**src/logic/stream_macros.svh**
```systemverilog
`ifndef STREAM_MACROS_SVH
`define STREAM_MACROS_SVH

// Width of the data and user words of a stream beat
`define STREAM_DATA_WIDTH 32

// Width of the full destination word, channel field included
`define STREAM_DEST_WIDTH 16

// Number of copies sent for every shared beat
`define EXT_N_CHANNELS 4

// Channel field in the top bits of dest
`define EXT_CHANNEL_BITS 2

// Entries in the table of shared addresses
`define EXT_N_REPEAT 2

// Pass-through buffer depth in the merger
`define MERGE_FIFO_DEPTH 8

// Width of the trigger period counter
`define TIMER_WIDTH 16

`endif

```
**src/logic/stream_pkg.sv**
```systemverilog
`include "stream_macros.svh"

package stream_pkg;

    // Data and user words share one width
    typedef logic [`STREAM_DATA_WIDTH-1:0] data_t;

    typedef logic [`STREAM_DEST_WIDTH-1:0] dest_t;

    // The address is the lower part of dest, the channel the upper part
    typedef logic [`STREAM_DEST_WIDTH-`EXT_CHANNEL_BITS-1:0] address_t;
    typedef logic [`EXT_CHANNEL_BITS-1:0] channel_t;

    typedef logic [`TIMER_WIDTH-1:0] period_t;

    // One beat of the control stream, valid for a single cycle
    typedef struct packed {
        logic  valid;
        data_t data;
        data_t user;
        dest_t dest;
        logic  last;
    } stream_beat_t;

    typedef enum logic [1:0] {
        idle         = 2'd0,
        wait_trigger = 2'd1,
        extending    = 2'd2
    } extender_state_t;

endpackage

```
**src/logic/dest_router.sv**
```systemverilog
`timescale 1ns/10ps
`include "stream_macros.svh"

module dest_router (
    input  logic                     clock,
    input  logic                     arst_n,
    input  stream_pkg::stream_beat_t in_beat,
    input  stream_pkg::address_t     repeat_table [`EXT_N_REPEAT],
    output stream_pkg::stream_beat_t shared_beat,
    output stream_pkg::stream_beat_t pass_beat
);

    localparam int ADDRESS_BITS = $bits(stream_pkg::address_t);

    stream_pkg::address_t     in_address;
    logic                     table_hit;
    logic                     shared_valid;
    logic                     pass_valid;
    stream_pkg::stream_beat_t beat_q;

    assign in_address = in_beat.dest[ADDRESS_BITS-1:0];

    // The channel bits of the incoming dest take no part in the match
    always_comb begin
        table_hit = 1'b0;
        for (int i = 0; i < `EXT_N_REPEAT; i++) begin
            if (in_address == repeat_table[i]) begin
                table_hit = 1'b1;
            end
        end
    end

    always_ff @(posedge clock or negedge arst_n) begin
        if (!arst_n) begin
            shared_valid <= 1'b0;
            pass_valid   <= 1'b0;
        end else begin
            shared_valid <= in_beat.valid && table_hit;
            pass_valid   <= in_beat.valid && !table_hit;
        end
    end

    // Payload is shared by both outputs, only the valid bits steer it
    always_ff @(posedge clock) begin
        if (in_beat.valid) begin
            beat_q <= in_beat;
        end
    end

    always_comb begin
        shared_beat       = beat_q;
        shared_beat.valid = shared_valid;
        pass_beat         = beat_q;
        pass_beat.valid   = pass_valid;
    end

    // Every input beat lands on exactly one output, one cycle later
    a_one_output: assert property (
        @(posedge clock) disable iff (!arst_n)
        in_beat.valid |=> (shared_beat.valid ^ pass_beat.valid)
    );

endmodule

```
**src/logic/extender_subsystem.sv**
```systemverilog
`timescale 1ns/10ps
`include "stream_macros.svh"

module extender_subsystem (
    input  logic                     clock,
    input  logic                     arst_n,
    input  stream_pkg::stream_beat_t in_beat,
    input  stream_pkg::address_t     repeat_table [`EXT_N_REPEAT],
    input  stream_pkg::period_t      period,
    output stream_pkg::stream_beat_t out_beat,
    output logic                     overflow
);

    logic                     trigger;
    stream_pkg::stream_beat_t shared_beat;
    stream_pkg::stream_beat_t pass_beat;
    stream_pkg::stream_beat_t ext_beat;

    trigger_timer i_trigger_timer (
        .clock   (clock),
        .arst_n  (arst_n),
        .period  (period),
        .trigger (trigger)
    );

    // Splits shared values off the main stream
    dest_router i_dest_router (
        .clock        (clock),
        .arst_n       (arst_n),
        .in_beat      (in_beat),
        .repeat_table (repeat_table),
        .shared_beat  (shared_beat),
        .pass_beat    (pass_beat)
    );

    multichannel_extender i_multichannel_extender (
        .clock       (clock),
        .arst_n      (arst_n),
        .trigger     (trigger),
        .shared_beat (shared_beat),
        .ext_beat    (ext_beat)
    );

    // Copy bursts take priority over buffered ordinary beats
    stream_merger i_stream_merger (
        .clock     (clock),
        .arst_n    (arst_n),
        .ext_beat  (ext_beat),
        .pass_beat (pass_beat),
        .out_beat  (out_beat),
        .overflow  (overflow)
    );

endmodule

```
**src/logic/multichannel_extender.sv**
```systemverilog
`timescale 1ns/10ps
`include "stream_macros.svh"

module multichannel_extender (
    input  logic                     clock,
    input  logic                     arst_n,
    input  logic                     trigger,
    input  stream_pkg::stream_beat_t shared_beat,
    output stream_pkg::stream_beat_t ext_beat
);

    localparam int LAST_CHANNEL = `EXT_N_CHANNELS - 1;
    localparam int ADDRESS_BITS = $bits(stream_pkg::address_t);
    localparam int DEST_BITS    = $bits(stream_pkg::dest_t);

    stream_pkg::extender_state_t state;
    stream_pkg::channel_t        channel;
    stream_pkg::address_t        latched_address;
    stream_pkg::data_t           latched_data;
    stream_pkg::data_t           latched_user;
    logic                        final_copy;
    logic                        accept;

    assign final_copy = (channel == stream_pkg::channel_t'(LAST_CHANNEL));

    // Shared beats are only taken when no burst is pending
    assign accept = (state == stream_pkg::idle) && shared_beat.valid;

    always_ff @(posedge clock or negedge arst_n) begin
        if (!arst_n) begin
            state   <= stream_pkg::idle;
            channel <= '0;
        end else begin
            case (state)
                stream_pkg::idle: begin
                    if (accept) begin
                        // A trigger in the same cycle starts the burst right away
                        if (trigger) begin
                            state <= stream_pkg::extending;
                        end else begin
                            state <= stream_pkg::wait_trigger;
                        end
                    end
                end
                stream_pkg::wait_trigger: begin
                    if (trigger) begin
                        state <= stream_pkg::extending;
                    end
                end
                stream_pkg::extending: begin
                    if (final_copy) begin
                        channel <= '0;
                        state   <= stream_pkg::idle;
                    end else begin
                        channel <= channel + 1'b1;
                    end
                end
                default: begin
                    state <= stream_pkg::idle;
                end
            endcase
        end
    end

    // The incoming last flag is dropped, copies carry their own
    always_ff @(posedge clock) begin
        if (accept) begin
            latched_address <= shared_beat.dest[ADDRESS_BITS-1:0];
            latched_data    <= shared_beat.data;
            latched_user    <= shared_beat.user;
        end
    end

    // Copies are decoded from registers only, so the output has no input path
    always_comb begin
        ext_beat = '0;
        if (state == stream_pkg::extending) begin
            ext_beat.valid = 1'b1;
            ext_beat.data  = latched_data;
            ext_beat.user  = latched_user;
            ext_beat.dest  = {channel, latched_address};
            ext_beat.last  = final_copy;
        end
    end

    // A burst only starts on a trigger and then runs without gaps
    a_valid_in_extending: assert property (
        @(posedge clock) disable iff (!arst_n)
        ext_beat.valid |-> (state == stream_pkg::extending)
            && ($past(state) == stream_pkg::extending || $past(trigger))
    );

    // Last closes a contiguous burst on the final channel
    a_last_on_final: assert property (
        @(posedge clock) disable iff (!arst_n)
        ext_beat.last |-> ext_beat.valid
            && (ext_beat.dest[DEST_BITS-1:ADDRESS_BITS] == stream_pkg::channel_t'(LAST_CHANNEL))
            && $past(ext_beat.valid)
            ##1 !ext_beat.valid
    );

endmodule

```
**src/logic/stream_merger.sv**
```systemverilog
`timescale 1ns/10ps
`include "stream_macros.svh"

module stream_merger (
    input  logic                     clock,
    input  logic                     arst_n,
    input  stream_pkg::stream_beat_t ext_beat,
    input  stream_pkg::stream_beat_t pass_beat,
    output stream_pkg::stream_beat_t out_beat,
    output logic                     overflow
);

    localparam int DEPTH   = `MERGE_FIFO_DEPTH;
    localparam int PTR_W   = $clog2(DEPTH);
    localparam int COUNT_W = $clog2(DEPTH + 1);

    stream_pkg::stream_beat_t fifo_mem [DEPTH];
    logic [PTR_W-1:0]         wr_ptr;
    logic [PTR_W-1:0]         rd_ptr;
    logic [COUNT_W-1:0]       count;

    logic                     fifo_empty;
    logic                     fifo_full;
    logic                     bypass;
    logic                     fifo_write;
    logic                     fifo_pop;
    logic                     out_valid;
    stream_pkg::stream_beat_t out_payload;

    assign fifo_empty = (count == '0);
    assign fifo_full  = (count == COUNT_W'(DEPTH));

    // With an empty buffer and no copy in flight a pass beat goes straight out
    assign bypass     = pass_beat.valid && !ext_beat.valid && fifo_empty;
    assign fifo_pop   = !ext_beat.valid && !fifo_empty;
    assign fifo_write = pass_beat.valid && !bypass && !fifo_full;

    always_ff @(posedge clock) begin
        if (fifo_write) begin
            fifo_mem[wr_ptr] <= pass_beat;
        end
    end

    always_ff @(posedge clock or negedge arst_n) begin
        if (!arst_n) begin
            wr_ptr <= '0;
            rd_ptr <= '0;
            count  <= '0;
        end else begin
            if (fifo_write) begin
                wr_ptr <= (wr_ptr == PTR_W'(DEPTH - 1)) ? '0 : wr_ptr + 1'b1;
            end
            if (fifo_pop) begin
                rd_ptr <= (rd_ptr == PTR_W'(DEPTH - 1)) ? '0 : rd_ptr + 1'b1;
            end
            case ({fifo_write, fifo_pop})
                2'b10:   count <= count + 1'b1;
                2'b01:   count <= count - 1'b1;
                default: count <= count;
            endcase
        end
    end

    // Sticky, a dropped beat cannot be recovered
    always_ff @(posedge clock or negedge arst_n) begin
        if (!arst_n) begin
            overflow <= 1'b0;
        end else if (pass_beat.valid && !bypass && fifo_full) begin
            overflow <= 1'b1;
        end
    end

    // Copies win, then the oldest buffered beat, then the bypass
    always_ff @(posedge clock or negedge arst_n) begin
        if (!arst_n) begin
            out_valid <= 1'b0;
        end else begin
            out_valid <= ext_beat.valid || fifo_pop || bypass;
        end
    end

    always_ff @(posedge clock) begin
        if (ext_beat.valid) begin
            out_payload <= ext_beat;
        end else if (fifo_pop) begin
            out_payload <= fifo_mem[rd_ptr];
        end else if (bypass) begin
            out_payload <= pass_beat;
        end
    end

    always_comb begin
        out_beat       = out_payload;
        out_beat.valid = out_valid;
    end

    // A pass beat that cannot bypass must find a free slot in the buffer
    a_no_write_full: assert property (
        @(posedge clock) disable iff (!arst_n)
        (pass_beat.valid && !bypass) |-> !fifo_full
    );

endmodule

```
**src/logic/trigger_timer.sv**
```systemverilog
`timescale 1ns/10ps

module trigger_timer (
    input  logic                clock,
    input  logic                arst_n,
    input  stream_pkg::period_t period,
    output logic                trigger
);

    // Counts down from period to 1, then reloads
    stream_pkg::period_t count;

    // A count of zero only exists out of reset and forces the first load
    always_ff @(posedge clock or negedge arst_n) begin
        if (!arst_n) begin
            count <= '0;
        end else begin
            if (count <= stream_pkg::period_t'(1)) begin
                count <= period;
            end else begin
                count <= count - 1'b1;
            end
        end
    end

    // Trigger is high in the cycle where the counter holds 1
    always_ff @(posedge clock or negedge arst_n) begin
        if (!arst_n) begin
            trigger <= 1'b0;
        end else begin
            trigger <= (count == stream_pkg::period_t'(2));
        end
    end

    // Periods shorter than two would never let the count reach 2
    a_period_min: assert property (
        @(posedge clock) disable iff (!arst_n)
        (count <= stream_pkg::period_t'(1)) |-> (period >= stream_pkg::period_t'(2))
    );

endmodule
```
**config.mk**
```make
export PLATFORM = sky130hd
export DESIGN_NAME = extender_subsystem
export DESIGN_NICKNAME = d
export VERILOG_FILES = /design/src/logic/stream_pkg.sv /design/src/logic/dest_router.sv /design/src/logic/extender_subsystem.sv /design/src/logic/multichannel_extender.sv /design/src/logic/stream_merger.sv /design/src/logic/trigger_timer.sv
export VERILOG_INCLUDE_DIRS = /design/src /design/src/logic
export SDC_FILE = /design/constraint.sdc
export NUM_CORES = 1
export LEC_CHECK = 0
export BUFFER_PORTS_ARGS = -buffer_cell sky130_fd_sc_hd__buf_2
export CAP_MARGIN = 10
export CORE_MARGIN = 8
export CORE_UTILIZATION = 50
export CTS_CLUSTER_SIZE = 25
export DETAILED_ROUTE_END_ITERATION = 8
export GPL_TIMING_DRIVEN = 0
export PLACE_DENSITY = 0.68
export SYNTH_ARGS = -nofsm -noshare
export SYNTH_HDL_FRONTEND = slang
export SYNTH_HIERARCHICAL = 1
export SYNTH_SLANG_ARGS = --single-unit
```
**constraint.sdc**
```tcl
create_clock -name clock -period 25 [get_ports clock]
set_clock_uncertainty 0.05 [all_clocks]
set_input_delay 5 -clock clock [delete_from_list [all_inputs] [get_ports clock]]
set_output_delay 5 -clock clock [all_outputs]
set_load 0.01 [all_outputs]
```
; Word level (Yosys, flattened, before mapping)
; Memory sizes are Yosys's and may differ from the RTL's.
; Index checks and enable logic that the tools add are counted.
[word_totals]
regBits = 275
inputBits = 128
mem_bits_rw = 656
n_memories = 1
out_inout_bits = 83
[memory_table]
columns = name, depth, width, rd, rd_ports_with_merged_regs, wr, line_no
row1 = i_stream_merger.fifo_mem, 8, 82, 1, 0, 1, stream_merger.sv:17  ; stream_pkg::stream_beat_t fifo_mem [DEPTH];
[op_classes]
add_sub_neg = 6
eq_ne = 14
order_cmp = 1
mux = 18
reduce_logical = 21
[op_table]
columns = op, count
row1 = $mux 81, 3
row2 = $mux 82, 1
row3 = $eq 14x14->1, 2
row4 = $eq 16x2->1 const B, 1
row5 = $le 16x1->1 const B, 1
row6 = $mux 16, 1
row7 = $sub 16x1->16 const B, 1
row8 = $mux 2, 5
row9 = $logic_and 1x1->1, 9
row10 = $pmux 4 s2, 1
row11 = $add 3x1->3 const B, 2
row12 = $eq 2x2->1 const B, 3
row13 = $eq 3x3->1 const B, 2
row14 = $mux 3, 2
row15 = $pmux 2 s3, 1
row16 = $logic_not 1->1, 5
row17 = $add 4x1->4 const B, 1
row18 = $eq 2x1->1 const B, 2
row19 = $eq 4x4->1 const B, 1
row20 = $logic_not 4->1, 1
row21 = $mux 1, 4
row22 = $ne 2x1->1 const B, 2
row23 = $sub 4x1->4 const B, 1
row24 = $reduce_and 3->1, 1
row25 = other kinds (6), 7

; Longest topological paths before layout
; Gate-level depths: netlist (run 1).
[depth]
depth_word = 10
depth_mapped = 13
ltp_nobuf = 10

; By module
; The synthesis (run 1) kept the hierarchy.
[by_module_without_submodules]
columns = mod, cells_per_inst, area_each_um2, seq_area_each_um2, instances
row1 = stream_merger, 1284, 28292.1, 22191.3, 1
row2 = dest_router, 206, 3422.0, 2482.4, 1
row3 = multichannel_extender, 183, 3119.2, 2442.3, 1
row4 = trigger_timer, 97, 993.5, 425.4, 1

; Worst setup path after synthesis (run 1)
; Ideal clock, no wire load.
[synth_path]
path_type = flip-flop to flip-flop
startpoint = reg i_multichannel_extender.state[0]
endpoint = mem i_stream_merger/fifo_mem[1][0] (netlist name), enable pin
stages_incl_launch_ff = 9
required_ns = 24.330
arrival_time_ns = 7.141
setup_time_ns = 0.620
path_slack_ns = 17.190
path_buffers = 3
cell_sequence = dfrtp_1 > nor2b_4 > buf_6 > buf_6 > buf_2 > nor2b_1 > o21ai_4 > or2_2 > nor3_1
[synth_lines]
columns = item, line_no
row1 = from (decl), multichannel_extender.sv:16  ; stream_pkg::extender_state_t state;
row2 = from (signal assigned), multichannel_extender.sv:31  ; state <= stream_pkg::idle;
row3 = from (signal assigned), multichannel_extender.sv:39  ; state <= stream_pkg::extending;
row4 = from (signal assigned), multichannel_extender.sv:41  ; state <= stream_pkg::wait_trigger;
row5 = to (decl), stream_merger.sv:17

; Final worst setup path (run 1)
[layout_path]
startpoint = reg i_stream_merger.out_payload (netlist bit i_stream_merger/out_beat[79])
endpoint = out out_beat[79] (netlist name)
[layout_lines]
columns = item, line_no
row1 = from (decl), stream_merger.sv:28  ; stream_pkg::stream_beat_t out_payload;
row2 = from (signal assigned), stream_merger.sv:84  ; out_payload <= ext_beat;
row3 = from (signal assigned), stream_merger.sv:86  ; out_payload <= fifo_mem[rd_ptr];
row4 = from (signal assigned), stream_merger.sv:88  ; out_payload <= pass_beat;
row5 = to (decl), extender_subsystem.sv:10  ; output stream_pkg::stream_beat_t out_beat,
; No word-level cell between the ends.

==> results.md, run 1 <==
- Hold Vio Cnt, Final: 0
- Clock Tree Buf Depth: 3
- FF+latch area: 27,500 um2
- Worst-skew pair later-pin latency: 0.65 ns
- WP data arrival: 1.32 ns
- Layout filler cell count: 5,107
- DIE AREA: 80,400 um2
- CTS root buffer: clkbuf_16
- Port bufs: 210
- Sink Count: 923
- Worst reg-to-reg setup slack: 21.27 ns
- Starting Density: 0.503
- Hold crit path type: flop to flop
- Placed Area: 39,000 um2
- Chip width: 284 um
- Worst-path clk slew: 0.06 ns
- Max IR drop VDD: 48.5 uV
- Final min period: 6.37 ns
- Post-CTS Resized: 0
- Number of global-route vias before repair: 19,038
- Initial DRC count: 2,055
- Critical path type: flop to primary output
- CTS Buf Count: 91
- Multi-input logic area: 7050 um2
- Total gr overflow: 0
- Setup ws final: 18.63 ns
- Critical path endpoint: out_beat[79]
- Post-Syn Nets: 1,906
- Cells after Synth: 1,767
- DR pass1 iterations: 7
- Vert. Die Dim: 284 um
- Final period utilization: 0.255
- CTS tree: done
- Final Setup Violations: 0
- DR vias/cell: 5.71
- WL per Instance: 25.5 um
- Tot Pwr: 3.48 mW
- Drt drc: 0
- Slew Limit Fails: 0
- Max-cap violations: 0
- Leak: 14.4 nW
- Total GRT Usage: 0.198
- Final net count: 2,263
- Final HPWL DP: 50,900 um
- Htree depth: 3
- CORE AREA: 71,200 um2
- Final instance area: 42,000 um2
- Status: finished clean
- Crit-path slowest cell: edfxtp_1
- Synthesized area: 35,800 um2
- WL final: 80,200 um
- Vias: 17,962
- Layout area overhead: 17.3%
- First-pass GRT wire length: 120,000 um
- RSZ-0062 raised after global routing: no
- Crit end category: primary output
- CP Cell Sequence: buf_2
- Relative slew slack: 0.150
- Reg2Reg Capture Point: i_stream_merger/fifo_mem[1][11]
- Max frequency: 0.157 GHz
- Largest net degree at the start of global routing: 53
- Final Core Density: 0.589
- I/O pin count: 211
- Startpoint Class: flop
- Worst Reg-to-Reg Cells: 11
- Mean Syn Cell Area: 20.3 um2
- CP Max Fanout: 1
- RePlAce Congestion: 0.832
- Most frequent cells in the layout: edfxtp_1, buf_2, nand2_1, mux4_2, clkbuf_16
- ANT cells: 0
- Non-Filler Instances: 3,148
- Initial antenna violation count: 3
- Pre-CTS setup slack: 18.51 ns
- Hold_buf cts: 0
- Bufs and invs on worst path: 1
- Power density cells: 82.8 nW/um2
- R2R Path Start: i_multichannel_extender/state[1]
- Crit-path max cell delay: 0.48 ns
- Tightest Pin Transition: 1.27 ns
- Crit path launch: i_stream_merger/out_beat[79]
- CP Depth: 1
- Required time of the critical path: 19.95 ns
- Setup_tns: 0 ns
- Most common library cell in the layout ignoring fill and taps: edfxtp_1
- Antenna-violating nets left: 0
- FP Rows: 98
- Yosys warns: 6
- WHS: 0.425 ns
- Fraction of layout cells with a size suffix above 1: 0.336
- Crit-path leading delay family: flip-flops
- Post-Place Cells: 2,981
- Post-CTS Setup Inserts: 0
[flip-flops by register name, indices dropped and copies added, names as in the netlist, 4 cells and up]
register / flops
i_stream_merger/fifo_mem: 648
i_dest_router/pass_beat: 81
i_stream_merger/out_beat: 81
i_multichannel_extender/latched_data: 32
i_multichannel_extender/latched_user: 32
i_trigger_timer/count: 16
i_multichannel_extender/latched_address: 14
i_stream_merger/count: 4
[report_power, final]
part	total, mW	internal, mW	switching, mW
sequential	1.78	1.74	0.0419
clock	1.37	0.808	0.563
combinational	0.324	0.178	0.145
[per-layer routing]
metal,up-vias,track usage,routed length [um]
met5,-,0,27
met4,4,0.0532,1590
met3,112,0.0410,5760
met2,671,0.338,41000
met1,9363,0.257,31900
li1,7812,-,-
[cell type report]
type | count | area share
Multi-Input combinational cell | 672 | 0.168
Clock buffer | 109 | 0.0571
Buffer | 164 | 0.0298
Tap cell | 950 | 0.0283
Sequential cell | 923 | 0.656
Inverter | 8 | 0.000715
Timing Repair Buffer | 264 | 0.0458
Clock inverter | 58 | 0.0146
[how the worst min path moves through the flow]
stage                                  start                          endpoint  slack (ns)  cells past startpoint
floorplan            i_trigger_timer/trigger  i_multichannel_extender/state[0]        0.36                      1
global placement    i_stream_merger/overflow          i_stream_merger/overflow        0.41                      1
detailed placement  i_stream_merger/overflow          i_stream_merger/overflow        0.42                      1
CTS                 i_stream_merger/overflow          i_stream_merger/overflow        0.44                      1
global route        i_stream_merger/overflow          i_stream_merger/overflow        0.47                      1
finish              i_stream_merger/overflow          i_stream_merger/overflow        0.42                      1
Note: power is estimated with default switching activity, not from simulation.
==> run 2, diff against run 1 <==
Settings changed: ABC_AREA set to 1, PLACE_DENSITY 0.68 to 0.7.
Clock period 25 ns to 5.8 ns, I/O delays scaled along.
==> run 2 against run 1 <==
Effect of this change:
- die area grew 11%
- register-to-register slack worse by 19 ns
- highest routed layer unchanged
- flip-flop and latch count unchanged
- via count is 49% higher
- sequential share of layout area down 6.1 points
- core utilization is 0.26 points lower
- power rose to 4.2 times the previous value
- synthesized area is 11% higher
- worst setup slack worse by 16 ns
- routed wire length is 29% higher
- sequential power rose to 4.3 times the previous value
==> results.md, run 2 <==
- Hold crit path type: flop to flop (unchanged)
- Reg2Reg Capture Point: i_stream_merger/fifo_mem[4][8] (was i_stream_merger/fifo_mem[1][11])
- Vert. Die Dim: 298 um (was 284 um)
- DIE AREA: 88,900 um2 (was 80,400 um2)
- Post-CTS Resized: 0 (unchanged)
- Most frequent cells in the layout: edfxtp_1, nand2_1, inv_1, nand3_1, nor2_1 (was edfxtp_1, buf_2, nand2_1, mux4_2, clkbuf_16)
- Sink Count: 923 (unchanged)
- Setup ws final: 2.38 ns (was 18.63 ns)
- CTS tree: done (unchanged)
- Worst reg-to-reg setup slack: 2.38 ns (was 21.27 ns)
- RSZ-0062 raised after global routing: no (unchanged)
- Worst hold stages: 1 (unchanged)
- Htree depth: 3 (unchanged)
- WL per Instance: 20.3 um (was 25.5 um)
- Initial antenna violation count: 7 (was 3)
- Worst-skew pair later-pin latency: 0.68 ns (was 0.65 ns)
- Pre-CTS setup slack: 2.45 ns (was 18.51 ns)
- Required time of the critical path: 6.08 ns (was 19.95 ns)
- Total GRT Usage: 0.226 (was 0.198)
- Relative slew slack: 0.370 (was 0.150)
- I/O pin count: 211 (unchanged)
- Fraction of layout cells with a size suffix above 1: 0.169 (was 0.336)
- FP Rows: 103 (was 98)
- Cells after Synth: 3,644 (was 1,767)
- First-pass GRT wire length: 154,000 um (was 120,000 um)
- Post-CTS Setup Inserts: 0 (unchanged)
- Starting Density: 0.505 (was 0.503)
- Biggest register: i_stream_merger/fifo_mem (unchanged)
- Port bufs: 210 (unchanged)
- Mean Syn Cell Area: 10.9 um2 (was 20.3 um2)
- Clock Tree Buf Depth: 3 (unchanged)
- Layout filler cell count: 6,232 (was 5,107)
- WP data arrival: 3.71 ns (was 1.32 ns)
- CTS root buffer: clkbuf_16 (unchanged)
- Max reg flops: 648 (unchanged)
- Post-Syn Nets: 3,783 (was 1,906)
- Tot Pwr: 14.4 mW (was 3.48 mW)
- Slew Limit Fails: 0 (unchanged)
- FF+latch area: 27,500 um2 (unchanged)
- Yosys warns: 6 (unchanged)
- Most common library cell in the layout ignoring fill and taps: edfxtp_1 (unchanged)
- Critical path type: flop to flop (was flop to primary output)
- Final Setup Violations: 0 (unchanged)
- Worst-path clk slew: 0.06 ns (about the same)
- Hold_buf cts: 0 (unchanged)
- Max frequency: 0.292 GHz
- WHS Endpoint: i_stream_merger/count[3] (was i_stream_merger/overflow)
- Synthesized area: 39,800 um2 (was 35,800 um2)
- R2R Path Start: i_multichannel_extender/state[0] (was i_multichannel_extender/state[1])
- Hold Vio Cnt, Final: 0 (unchanged)
- Final HPWL DP: 67,700 um (was 50,900 um)
- Leak: 19.6 nW (was 14.4 nW)
- Crit end category: flop (was primary output)
- WL final: 104,000 um (was 80,200 um)
- CTS Buf Count: 97 (was 91)
- Final net count: 4,122 (was 2,263)
- Setup_tns: 0 ns (unchanged)
- DR vias/cell: 5.24 (was 5.71)
- Final min period: 3.42 ns
- Layout area overhead: 16.3% (was 17.3%)
- Hold_sp: i_stream_merger/count[3] (was i_stream_merger/overflow)
- Worst Reg-to-Reg Cells: 12 (was 11)
- Status: finished clean (unchanged)
- Largest net degree at the start of global routing: 49 (was 53)
- Tightest Pin Transition: 0.943 ns (was 1.27 ns)
- Post-Place Cells: 4,934 (was 2,981)
- Number of global-route vias before repair: 25,839 (was 19,038)
- Chip width: 298 um (was 284 um)
- Non-Filler Instances: 5,114 (was 3,148)
- Final period utilization: 0.591
- Antenna-violating nets left: 0 (unchanged)
- Max IR drop VDD: 252 uV (was 48.5 uV)
- Multi-input logic area: 8420 um2 (was 7050 um2)
- CP Max Fanout: 25 (was 1)
- Vias: 26,783 (was 17,962)
- Initial DRC count: 2,677 (was 2,055)
- Max-cap violations: 0 (unchanged)
- Drt drc: 0 (unchanged)
- Startpoint Class: flop (unchanged)
- Total gr overflow: 0 (unchanged)
- CORE AREA: 78,900 um2 (was 71,200 um2)
- DR pass1 iterations: 6 (was 7)
- Power density cells: 312 nW/um2 (was 82.8 nW/um2)
- RePlAce Congestion: 0.812 (was 0.832)
==> run 2: how the worst max path moves through the flow <==
stage                                                 from  cells after the start  slack (ns)                               to
after floorplan           i_multichannel_extender/state[0]                     10        0.57   i_stream_merger/fifo_mem[1][0]
after global placement    i_multichannel_extender/state[0]                     10       -3.15  i_stream_merger/fifo_mem[1][35]
final                     i_multichannel_extender/state[0]                     12        2.38   i_stream_merger/fifo_mem[4][8]
after CTS                 i_multichannel_extender/state[0]                     12        2.42   i_stream_merger/fifo_mem[4][8]
after detailed placement  i_multichannel_extender/state[0]                     12        2.45  i_stream_merger/fifo_mem[4][10]
after global routing      i_multichannel_extender/state[0]                     12        2.18   i_stream_merger/fifo_mem[4][8]
==> run 2: worst max-delay path, stage by stage (launching register included) <==
cell and delay [ns]:
dfrtp_1 0.36, inv_1 0.13, nand2_4 0.13, inv_1 0.11, buf_2 0.22, nor2_2 0.14, inv_1 0.17, nand2_1 0.20
inv_2 0.13, nand2_1 0.24, nor2_4 0.69, buf_12 0.28, buf_12 0.22
==> run 2: layout make-up <==
cell class | count | area share
antenna | 1 | 0.0000541
tap | 1050 | 0.0284
buffer | 249 | 0.0340
clock inverter | 66 | 0.0184
inverter | 625 | 0.0507
multi-input combinational | 1847 | 0.182
clock buffer | 113 | 0.0542
sequential | 923 | 0.595
timing repair buffer | 240 | 0.0372
==> run 2: where the power goes <==
part / switching, mW / leakage [nW] / total [mW] / internal, mW
sequential: 0.147 / 8.53 / 7.62 / 7.47
clock: 2.62 / 1.60 / 6.46 / 3.84
combinational: 0.190 / 9.43 / 0.353 / 0.163
total: 2.96 / 19.6 / 14.4 / 11.5
==> run 2: metrics by stage <==
stage | hold slack, ns | utilization | area, um2
after global placement | 0.386 | 0.535 | 42200
after global routing | 0.431 | 0.587 | 46300
after CTS | 0.422 | 0.587 | 46300
final | 0.423 | 0.587 | 46300
after floorplan | 0.392 | - | 39800
after detailed placement | 0.398 | 0.544 | 42900
==> run 2: per-layer routing <==
metal  GRT usage  vias to the layer above  wire length, um
li1            -                    12535                -
met1       0.300                    12715            41900
met2       0.372                     1309            49000
met3      0.0426                      218             9750
met4      0.0759                        6             3040
met5           0                        -               31
